==> src/verilog/frontEnd_macros.svh <==
////////////////////////////////////////////////////////////
// Front end constants: widths, predictor sizes, reset PC
// and the RISC-V opcode and funct3 values for beq, bne, jal
////////////////////////////////////////////////////////////
`ifndef FRONTEND_MACROS_SVH
`define FRONTEND_MACROS_SVH

// Address and data width
`define FE_XLEN          32

// Predictor sizes
`define FE_BTB_ENTRIES   32
`define FE_BTB_IDX_BITS  5
`define FE_GHR_BITS      5

// First fetch address after reset
`define FE_RESET_PC      32'h0000_0000

// Opcodes and funct3 codes
`define FE_OP_BRANCH     7'b1100011
`define FE_OP_JAL        7'b1101111
`define FE_F3_BEQ        3'b000
`define FE_F3_BNE        3'b001

`endif
==> src/verilog/frontEndPkg.sv <==
////////////////////////////////////////////////////////////
// Shared types of the fetch front end
////////////////////////////////////////////////////////////
`include "frontEnd_macros.svh"

package frontEndPkg;

    typedef logic [`FE_XLEN-1:0]         addrT;
    typedef logic [`FE_XLEN-1:0]         wordT;
    typedef logic [`FE_BTB_IDX_BITS-1:0] btbIdxT;
    typedef logic [`FE_GHR_BITS-1:0]     historyT;
    typedef logic [1:0]                  counterT;

    typedef enum logic [1:0] {
        none,
        condBranch,
        jump
    } branchKindT;

    // Prediction made at fetch, carried down to execute
    typedef struct packed {
        logic    taken;
        addrT    target;
        historyT phtIdx;
    } predictionT;

    typedef struct packed {
        wordT       instr;
        addrT       pc;
        addrT       pcPlus4;
        predictionT prediction;
    } decodeRegT;

    typedef struct packed {
        wordT rs1Value;
        wordT rs2Value;
    } operandsT;

    // Table writes requested by execute
    typedef struct packed {
        logic    btbWrite;
        btbIdxT  btbIdx;
        addrT    btbTarget;
        logic    phtWrite;
        historyT phtIdx;
        logic    phtTaken;
        logic    ghrClear;
    } predictorUpdateT;

    // Only beq, bne and jal are recognized as control flow
    function automatic branchKindT decodeKind(input wordT instr);
        branchKindT kind;
        kind = none;
        if (instr[6:0] == `FE_OP_JAL) begin
            kind = jump;
        end else if (instr[6:0] == `FE_OP_BRANCH &&
                     (instr[14:12] == `FE_F3_BEQ || instr[14:12] == `FE_F3_BNE)) begin
            kind = condBranch;
        end
        return kind;
    endfunction

endpackage

==> src/verilog/branchPredictor.sv <==
////////////////////////////////////////////////////////////
// Branch predictor: 32 entry BTB, gshare PHT of 2-bit
// counters and global history register
////////////////////////////////////////////////////////////
`timescale 1ns/10ps
`include "frontEnd_macros.svh"

module branchPredictor (
    input  logic                         clk,
    input  logic                         reset,
    input  frontEndPkg::addrT            pcF_i,
    input  frontEndPkg::wordT            instrF_i,
    input  logic                         stallF_i,
    input  frontEndPkg::predictorUpdateT update_i,
    output frontEndPkg::predictionT      prediction_o
);

    localparam int PhtEntries = 2 ** `FE_GHR_BITS;

    frontEndPkg::addrT    btbTarget [`FE_BTB_ENTRIES];
    logic [`FE_BTB_ENTRIES-1:0] btbValid;
    frontEndPkg::counterT pht [PhtEntries];
    frontEndPkg::historyT ghr;

    frontEndPkg::branchKindT kindF;
    frontEndPkg::btbIdxT     btbIdxF;
    frontEndPkg::historyT    phtIdxF;
    frontEndPkg::counterT    counterF;
    frontEndPkg::counterT    counterUpd;
    logic                    takenF;

    // Lookup for the instruction being fetched
    assign kindF    = frontEndPkg::decodeKind(instrF_i);
    assign btbIdxF  = pcF_i[`FE_BTB_IDX_BITS+1:2];
    assign phtIdxF  = ghr ^ pcF_i[`FE_BTB_IDX_BITS+1:2];
    assign counterF = pht[phtIdxF];

    always_comb begin
        takenF = 1'b0;
        if (btbValid[btbIdxF]) begin
            if (kindF == frontEndPkg::jump) begin
                takenF = 1'b1;
            end else if (kindF == frontEndPkg::condBranch) begin
                takenF = counterF[1];
            end
        end
    end

    always_comb begin
        prediction_o.taken  = takenF;
        prediction_o.target = btbTarget[btbIdxF];
        prediction_o.phtIdx = phtIdxF;
    end

    // Target storage, validity lives in btbValid
    always_ff @(posedge clk) begin
        if (update_i.btbWrite) begin
            btbTarget[update_i.btbIdx] <= update_i.btbTarget;
        end
    end

    always_ff @(posedge clk) begin
        if (reset) begin
            btbValid <= '0;
        end else if (update_i.btbWrite) begin
            btbValid[update_i.btbIdx] <= 1'b1;
        end
    end

    // Saturating count toward the resolved direction
    always_comb begin
        counterUpd = pht[update_i.phtIdx];
        if (update_i.phtTaken && counterUpd != 2'd3) begin
            counterUpd = counterUpd + 2'd1;
        end else if (!update_i.phtTaken && counterUpd != 2'd0) begin
            counterUpd = counterUpd - 2'd1;
        end
    end

    // Counters start weakly not taken
    always_ff @(posedge clk) begin
        if (reset) begin
            for (int i = 0; i < PhtEntries; i++) begin
                pht[i] <= 2'd1;
            end
        end else if (update_i.phtWrite) begin
            pht[update_i.phtIdx] <= counterUpd;
        end
    end

    // History is speculative, so a misprediction wipes it
    always_ff @(posedge clk) begin
        if (reset || update_i.ghrClear) begin
            ghr <= '0;
        end else if (!stallF_i && kindF == frontEndPkg::condBranch) begin
            ghr <= {ghr[`FE_GHR_BITS-2:0], takenF};
        end
    end

endmodule

==> src/verilog/branchResolver.sv <==
////////////////////////////////////////////////////////////
// Execute stage branch resolution: outcome, misprediction
// check, redirect and predictor update
////////////////////////////////////////////////////////////
`timescale 1ns/10ps
`include "frontEnd_macros.svh"

module branchResolver (
    input  logic                         clk,
    input  logic                         reset,
    input  frontEndPkg::decodeRegT       decode_i,
    input  logic                         stallF_i,
    input  frontEndPkg::operandsT        operandsE_i,
    output frontEndPkg::predictorUpdateT update_o,
    output logic                         redirectValid_o,
    output frontEndPkg::addrT            redirectPc_o
);

    frontEndPkg::decodeRegT  execReg;
    frontEndPkg::branchKindT kindE;
    frontEndPkg::wordT       instrE;
    frontEndPkg::addrT       immB;
    frontEndPkg::addrT       immJ;
    frontEndPkg::addrT       targetE;
    logic                    operandsEqual;
    logic                    actualTaken;
    logic                    predTaken;

    // Bubble on a stall (decode is held) or on our own redirect
    always_ff @(posedge clk) begin
        if (reset || redirectValid_o || stallF_i) begin
            execReg <= '0;
        end else begin
            execReg <= decode_i;
        end
    end

    assign instrE    = execReg.instr;
    assign kindE     = frontEndPkg::decodeKind(instrE);
    assign predTaken = execReg.prediction.taken;

    // B and J immediates, sign extended
    assign immB = {{(`FE_XLEN-12){instrE[31]}}, instrE[7], instrE[30:25],
                   instrE[11:8], 1'b0};
    assign immJ = {{(`FE_XLEN-20){instrE[31]}}, instrE[19:12], instrE[20],
                   instrE[30:21], 1'b0};

    always_comb begin
        if (kindE == frontEndPkg::jump) begin
            targetE = execReg.pc + immJ;
        end else begin
            targetE = execReg.pc + immB;
        end
    end

    assign operandsEqual = (operandsE_i.rs1Value == operandsE_i.rs2Value);

    always_comb begin
        case (kindE)
            frontEndPkg::jump: begin
                actualTaken = 1'b1;
            end
            frontEndPkg::condBranch: begin
                if (instrE[14:12] == `FE_F3_BNE) begin
                    actualTaken = !operandsEqual;
                end else begin
                    actualTaken = operandsEqual;
                end
            end
            default: begin
                actualTaken = 1'b0;
            end
        endcase
    end

    // Only the direction is checked, a bubble never mispredicts
    assign redirectValid_o = (kindE != frontEndPkg::none) && (predTaken != actualTaken);

    // Wrongly taken goes back to the fall through, wrongly not taken to the target
    assign redirectPc_o = predTaken ? execReg.pcPlus4 : targetE;

    always_comb begin
        update_o.btbWrite  = (kindE != frontEndPkg::none) && actualTaken;
        update_o.btbIdx    = execReg.pc[`FE_BTB_IDX_BITS+1:2];
        update_o.btbTarget = targetE;
        update_o.phtWrite  = (kindE == frontEndPkg::condBranch);
        update_o.phtIdx    = execReg.prediction.phtIdx;
        update_o.phtTaken  = actualTaken;
        update_o.ghrClear  = redirectValid_o;
    end

endmodule

==> src/verilog/fetchStage.sv <==
////////////////////////////////////////////////////////////
// Fetch stage: PC register, next PC selection and the
// decode pipeline register
////////////////////////////////////////////////////////////
`timescale 1ns/10ps
`include "frontEnd_macros.svh"

module fetchStage (
    input  logic                   clk,
    input  logic                   reset,
    input  logic                   stallF_i,
    input  frontEndPkg::wordT      instrF_i,
    input  frontEndPkg::predictionT predictionF_i,
    input  logic                   redirectValid_i,
    input  frontEndPkg::addrT      redirectPc_i,
    output frontEndPkg::addrT      pcF_o,
    output frontEndPkg::decodeRegT decode_o
);

    frontEndPkg::addrT      pcPlus4F;
    frontEndPkg::addrT      pcNext;
    frontEndPkg::decodeRegT decodeNext;
    frontEndPkg::decodeRegT decodeReg;

    assign pcPlus4F = pcF_o + frontEndPkg::addrT'(4);

    // Redirect from execute beats the prediction, prediction beats pc+4
    always_comb begin
        if (redirectValid_i) begin
            pcNext = redirectPc_i;
        end else if (predictionF_i.taken) begin
            pcNext = predictionF_i.target;
        end else begin
            pcNext = pcPlus4F;
        end
    end

    // A redirect moves the PC even while fetch is stalled
    always_ff @(posedge clk) begin
        if (reset) begin
            pcF_o <= `FE_RESET_PC;
        end else if (redirectValid_i || !stallF_i) begin
            pcF_o <= pcNext;
        end
    end

    always_comb begin
        decodeNext.instr      = instrF_i;
        decodeNext.pc         = pcF_o;
        decodeNext.pcPlus4    = pcPlus4F;
        decodeNext.prediction = predictionF_i;
    end

    // All zero is a bubble: opcode 0 decodes to none, not taken
    always_ff @(posedge clk) begin
        if (reset || redirectValid_i) begin
            decodeReg <= '0;
        end else if (!stallF_i) begin
            decodeReg <= decodeNext;
        end
    end

    assign decode_o = decodeReg;

endmodule

==> src/verilog/frontEndTop.sv <==
////////////////////////////////////////////////////////////
// Front end top: fetch, branch predictor and resolver
////////////////////////////////////////////////////////////
`timescale 1ns/10ps

module frontEndTop (
    input  logic                  clk,
    input  logic                  reset,
    input  logic                  stallF_i,
    input  frontEndPkg::wordT     instrF_i,
    input  frontEndPkg::operandsT operandsE_i,
    output frontEndPkg::addrT     pcF_o,
    output logic                  mispredict_o
);

    frontEndPkg::addrT            pcF;
    frontEndPkg::predictionT      predictionF;
    frontEndPkg::decodeRegT       decodeD;
    frontEndPkg::predictorUpdateT updateE;
    logic                         redirectValid;
    frontEndPkg::addrT            redirectPc;

    fetchStage fetch (
        .clk            (clk),
        .reset          (reset),
        .stallF_i       (stallF_i),
        .instrF_i       (instrF_i),
        .predictionF_i  (predictionF),
        .redirectValid_i(redirectValid),
        .redirectPc_i   (redirectPc),
        .pcF_o          (pcF),
        .decode_o       (decodeD)
    );

    branchPredictor predictor (
        .clk         (clk),
        .reset       (reset),
        .pcF_i       (pcF),
        .instrF_i    (instrF_i),
        .stallF_i    (stallF_i),
        .update_i    (updateE),
        .prediction_o(predictionF)
    );

    branchResolver resolver (
        .clk            (clk),
        .reset          (reset),
        .decode_i       (decodeD),
        .stallF_i       (stallF_i),
        .operandsE_i    (operandsE_i),
        .update_o       (updateE),
        .redirectValid_o(redirectValid),
        .redirectPc_o   (redirectPc)
    );

    assign pcF_o        = pcF;
    assign mispredict_o = redirectValid;

endmodule

==> config.mk <==
export PLATFORM = sky130hd
export DESIGN_NAME = frontEndTop
export DESIGN_NICKNAME = d
export VERILOG_FILES = /design/src/verilog/frontEndPkg.sv /design/src/verilog/branchPredictor.sv /design/src/verilog/branchResolver.sv /design/src/verilog/fetchStage.sv /design/src/verilog/frontEndTop.sv
export VERILOG_INCLUDE_DIRS = /design/src /design/src/verilog
export SDC_FILE = /design/constraint.sdc
export NUM_CORES = 2
export LEC_CHECK = 0
export ABC_CLOCK_PERIOD_IN_PS = 7300
export BUFFER_PORTS_ARGS = -buffer_cell sky130_fd_sc_hd__buf_4
export CAP_MARGIN = 20
export CORE_MARGIN = 5
export CORE_UTILIZATION = 50
export CTS_CLUSTER_SIZE = 40
export DETAILED_ROUTE_END_ITERATION = 6
export HOLD_SLACK_MARGIN = 0.05
export PLACE_DENSITY_LB_ADDON = 0.3
export SYNTH_ARGS = -nofsm -noshare
export SYNTH_HDL_FRONTEND = slang
export SYNTH_SLANG_ARGS = --single-unit
==> constraint.sdc <==
create_clock -name clk -period 7.3 [get_ports clk]
set_clock_uncertainty 0.05 [all_clocks]
set_input_delay 0.73 -clock clk [delete_from_list [all_inputs] [get_ports clk]]
set_output_delay 0.73 -clock clk [all_outputs]
set_load 0.01 [all_outputs]
==> run metrics <==
status complete, no violations; vias in the first global route 30095; worst slew pin tran 1090 ps; Post-Syn Area 55400 um2; Adder-Cell Fraction of Synth Area 0.00804; first-pass GRT wire length 202000 um; CP Max Fanout 18; Rows 122; final worst-path setup slack 2090 ps; GRT Total Usage 0.234; Critical Path End Type register; global placer's final weighted congestion 0.827; cts repair resizes 0; Synth Flop Type edfxtp_1; post-synthesis sequential area ratio 0.689; Synth Register Bits 1362; IO buf count 131; post-synthesis cell type count 88; Max Clock Freq 0.192 GHz; total CTS buffers 142; chip width 343 um; Root Buffer clkbuf_16; Tcrit/Tclk final 0.713; Post-Synth XOR/XNOR Area 0.0148; CTS sink cnt 1362; Hold Fails Final Rpt 0; die height 343 um; initial antenna violation count 3; ys async rst share 0; Via density 6.06; CTS H-tree lvls 4; Syn Inst Count 3257; dpl cells 4766; mux cell area share after synthesis 0.165; drt first pass iters 5; Slew HR 0.268; largest family of logic cells by synthesized area multiplexers; Multi-input gate area 16900 um2; Die Area 118000 um2; hold crit path type in2reg; Power Total 16.4 mW; pre-CTS setup slack 1610 ps; Routed Antenna Nets 0; endpoints failing setup 0; layout cell share with drive strength beyond 1 0.247; worst endpoint required time 7900 ps; Core Region 110000 um2; Max Slew Vio Count 0; Leak 21.2 nW; fin area 63600 um2; Placed Instance Area 58800 um2; register area 38200 um2; GRT Residual Overflow 0; Clk pin slew, worst setup/hold paths 60 ps; Fill cells 8231; most common cell after layout, fill and taps aside edfxtp_1; largest net degree at the start of global routing 99; Post-CTS Setup Bufs 0; VDD IR-drop max 238 uV; Post-layout nets 3560; Max Root-Sink Buffers 3; startpoint class of the critical path register; area grow syn2layout 14.8%; RSZ-0062 raised after global routing false; simple-gate share of the synthesized area 0.0651; antenna cell count 0; Mean Syn Cell Area 17.0 um2; Starting DRT DRC Count 3060; kind of critical path reg2reg; Clk Latency, worst-skew pair 760 ps; Ports 132; setup_tns 0 ps; Compound-Gate Fraction of Synth Area 0.0410; final non-filler cell total 5033; CTS tree done; hold buffer count at CTS 0; crit path DAT 5810 ps; # DRC 0; synthesized net count 3391; Max-cap violations 0; P per Cell Area 258 nW/um2; Wirelength per Cell 27.3 um; min cycle time layout 5210 ps; Initial Utilization 0.502; Syn. warnings 0; DRT Wirelength 138000 um; most frequent cells in the layout 1088 x edfxtp_1, 341 x mux4_2, 269 x dfxtp_1; Via Count 30507; Post-synth EDFFs 1088; hpwl dp 82900 um
==> kinds of logic after synthesis <==
family / count (synthesis)
and+or+nand+nor: 729
muxes: 478
DFF: 1362
xor gates and xnor gates: 93
buffers and inverters: 222
AOI/OAI and AO/OA: 338
adders and majority gates: 35
==> where the power goes <==
part / total, mW / switching, mW / internal, mW
Combinational: 0.739 / 0.397 / 0.342
Clock: 7.29 / 3.01 / 4.27
Sequential: 8.37 / 0.0305 / 8.34
==> layout make-up <==
cell class,instances,share of cell area
Tap cell,1488,0.0293
Sequential cell,1362,0.601
Inverter,24,0.00144
Clock inverter,87,0.0152
Multi-Input combinational cell,1673,0.266
Clock buffer,176,0.0589
Timing Repair Buffer,223,0.0288
==> sequential cells by signal, indices dropped and copies added, names as in the netlist, named ones only <==
| register | count |
|---|---|
| predictor.pht | 64 |
| predictor.btbTarget | 1024 |
| resolver.execReg | 57 |
| resolver.instrE | 32 |
| predictor.btbValid | 32 |
| predictor.ghr | 5 |
| resolver.predTaken | 1 |
| fetch.pcF_o | 32 |
| fetch.decode_o | 100 |
| resolver.update_o | 10 |
==> critical path, stage by stage, from the launching register on <==
cell	delay, ps
dfxtp_1	310
nand4_1	170
nor2_1	160
nand3_1	350
and2_1	400
a21o_1	190
ha_1	510
nand3_1	210
a2111oi_0	580
nand4_1	200
a31oi_1	340
o311ai_0	330
o21bai_1	320
xor2_2	680
nor2_1	80
o31ai_1	230
==> routing by layer <==
layer / track usage / share of wire / vias to the layer above
met5: 0 / 0 / -
met4: 0.0709 / 0.027 / 0
met3: 0.0639 / 0.098 / 217
met2: 0.363 / 0.47 / 1393
met1: 0.329 / 0.41 / 15705
li1: - / - / 13192
==> synthesized netlist by cell type, types with 6 or more instances <==
| master | count | share of area |
|---|---|---|
| edfxtp_1 | 1088 | 0.59 |
| mux4_2 | 341 | 0.14 |
| dfxtp_1 | 274 | 0.099 |
| nor2_1 | 249 | 0.017 |
| mux2i_1 | 125 | 0.023 |
| nand2_1 | 120 | 0.0081 |
| and2_1 | 111 | 0.013 |
| a21oi_1 | 100 | 0.0090 |
| clkbuf_1 | 99 | 0.0067 |
| buf_2 | 65 | 0.0059 |
| o21ai_0 | 65 | 0.0059 |
| nor3_1 | 54 | 0.0049 |
| nand3_1 | 53 | 0.0048 |
| xor2_1 | 52 | 0.0082 |
| xnor2_1 | 40 | 0.0063 |
| o21a_1 | 38 | 0.0052 |
| ha_1 | 34 | 0.0077 |
| nand4_1 | 30 | 0.0034 |
| buf_1 | 25 | 0.0017 |
| inv_1 | 22 | 0.0015 |
| o31ai_1 | 20 | 0.0027 |
| a211oi_1 | 18 | 0.0024 |
| a21o_1 | 17 | 0.0023 |
| nor2b_1 | 17 | 0.0019 |
| and3_1 | 15 | 0.0017 |
| nor4_1 | 14 | 0.0016 |
| a31oi_1 | 11 | 0.0012 |
| or3_1 | 10 | 0.0011 |
| a22oi_1 | 8 | 0.0011 |
| and4_1 | 8 | 0.0013 |
| a2111oi_2 | 7 | 0.0019 |
| mux2_2 | 7 | 0.0014 |
| nand3b_1 | 7 | 0.00095 |
| nor3b_1 | 6 | 0.00081 |
| o21bai_1 | 6 | 0.00081 |
| or2_2 | 6 | 0.00068 |
==> per-stage QoR <==
stage	hold slack (ps)	utilization
after detailed placement	386	0.532
after global routing	143	0.576
after floorplan	370	-
after CTS	121	0.575
final	162	0.576
after global placement	379	0.532
==> path summary, 6_finish.rpt <==
kind	start	endpoint	slack (ps)	cells after the start
max reg2reg	resolver.instrE[0]	fetch.pcF_o[26]	2090	15
min	instrF_i[19]	fetch.decode_o[121]	160	3
min reg2reg	fetch.decode_o[76]	resolver.update_o[44]	390	1
max	resolver.instrE[0]	fetch.pcF_o[26]	2090	15
Note: power is estimated with default switching activity, not from simulation.
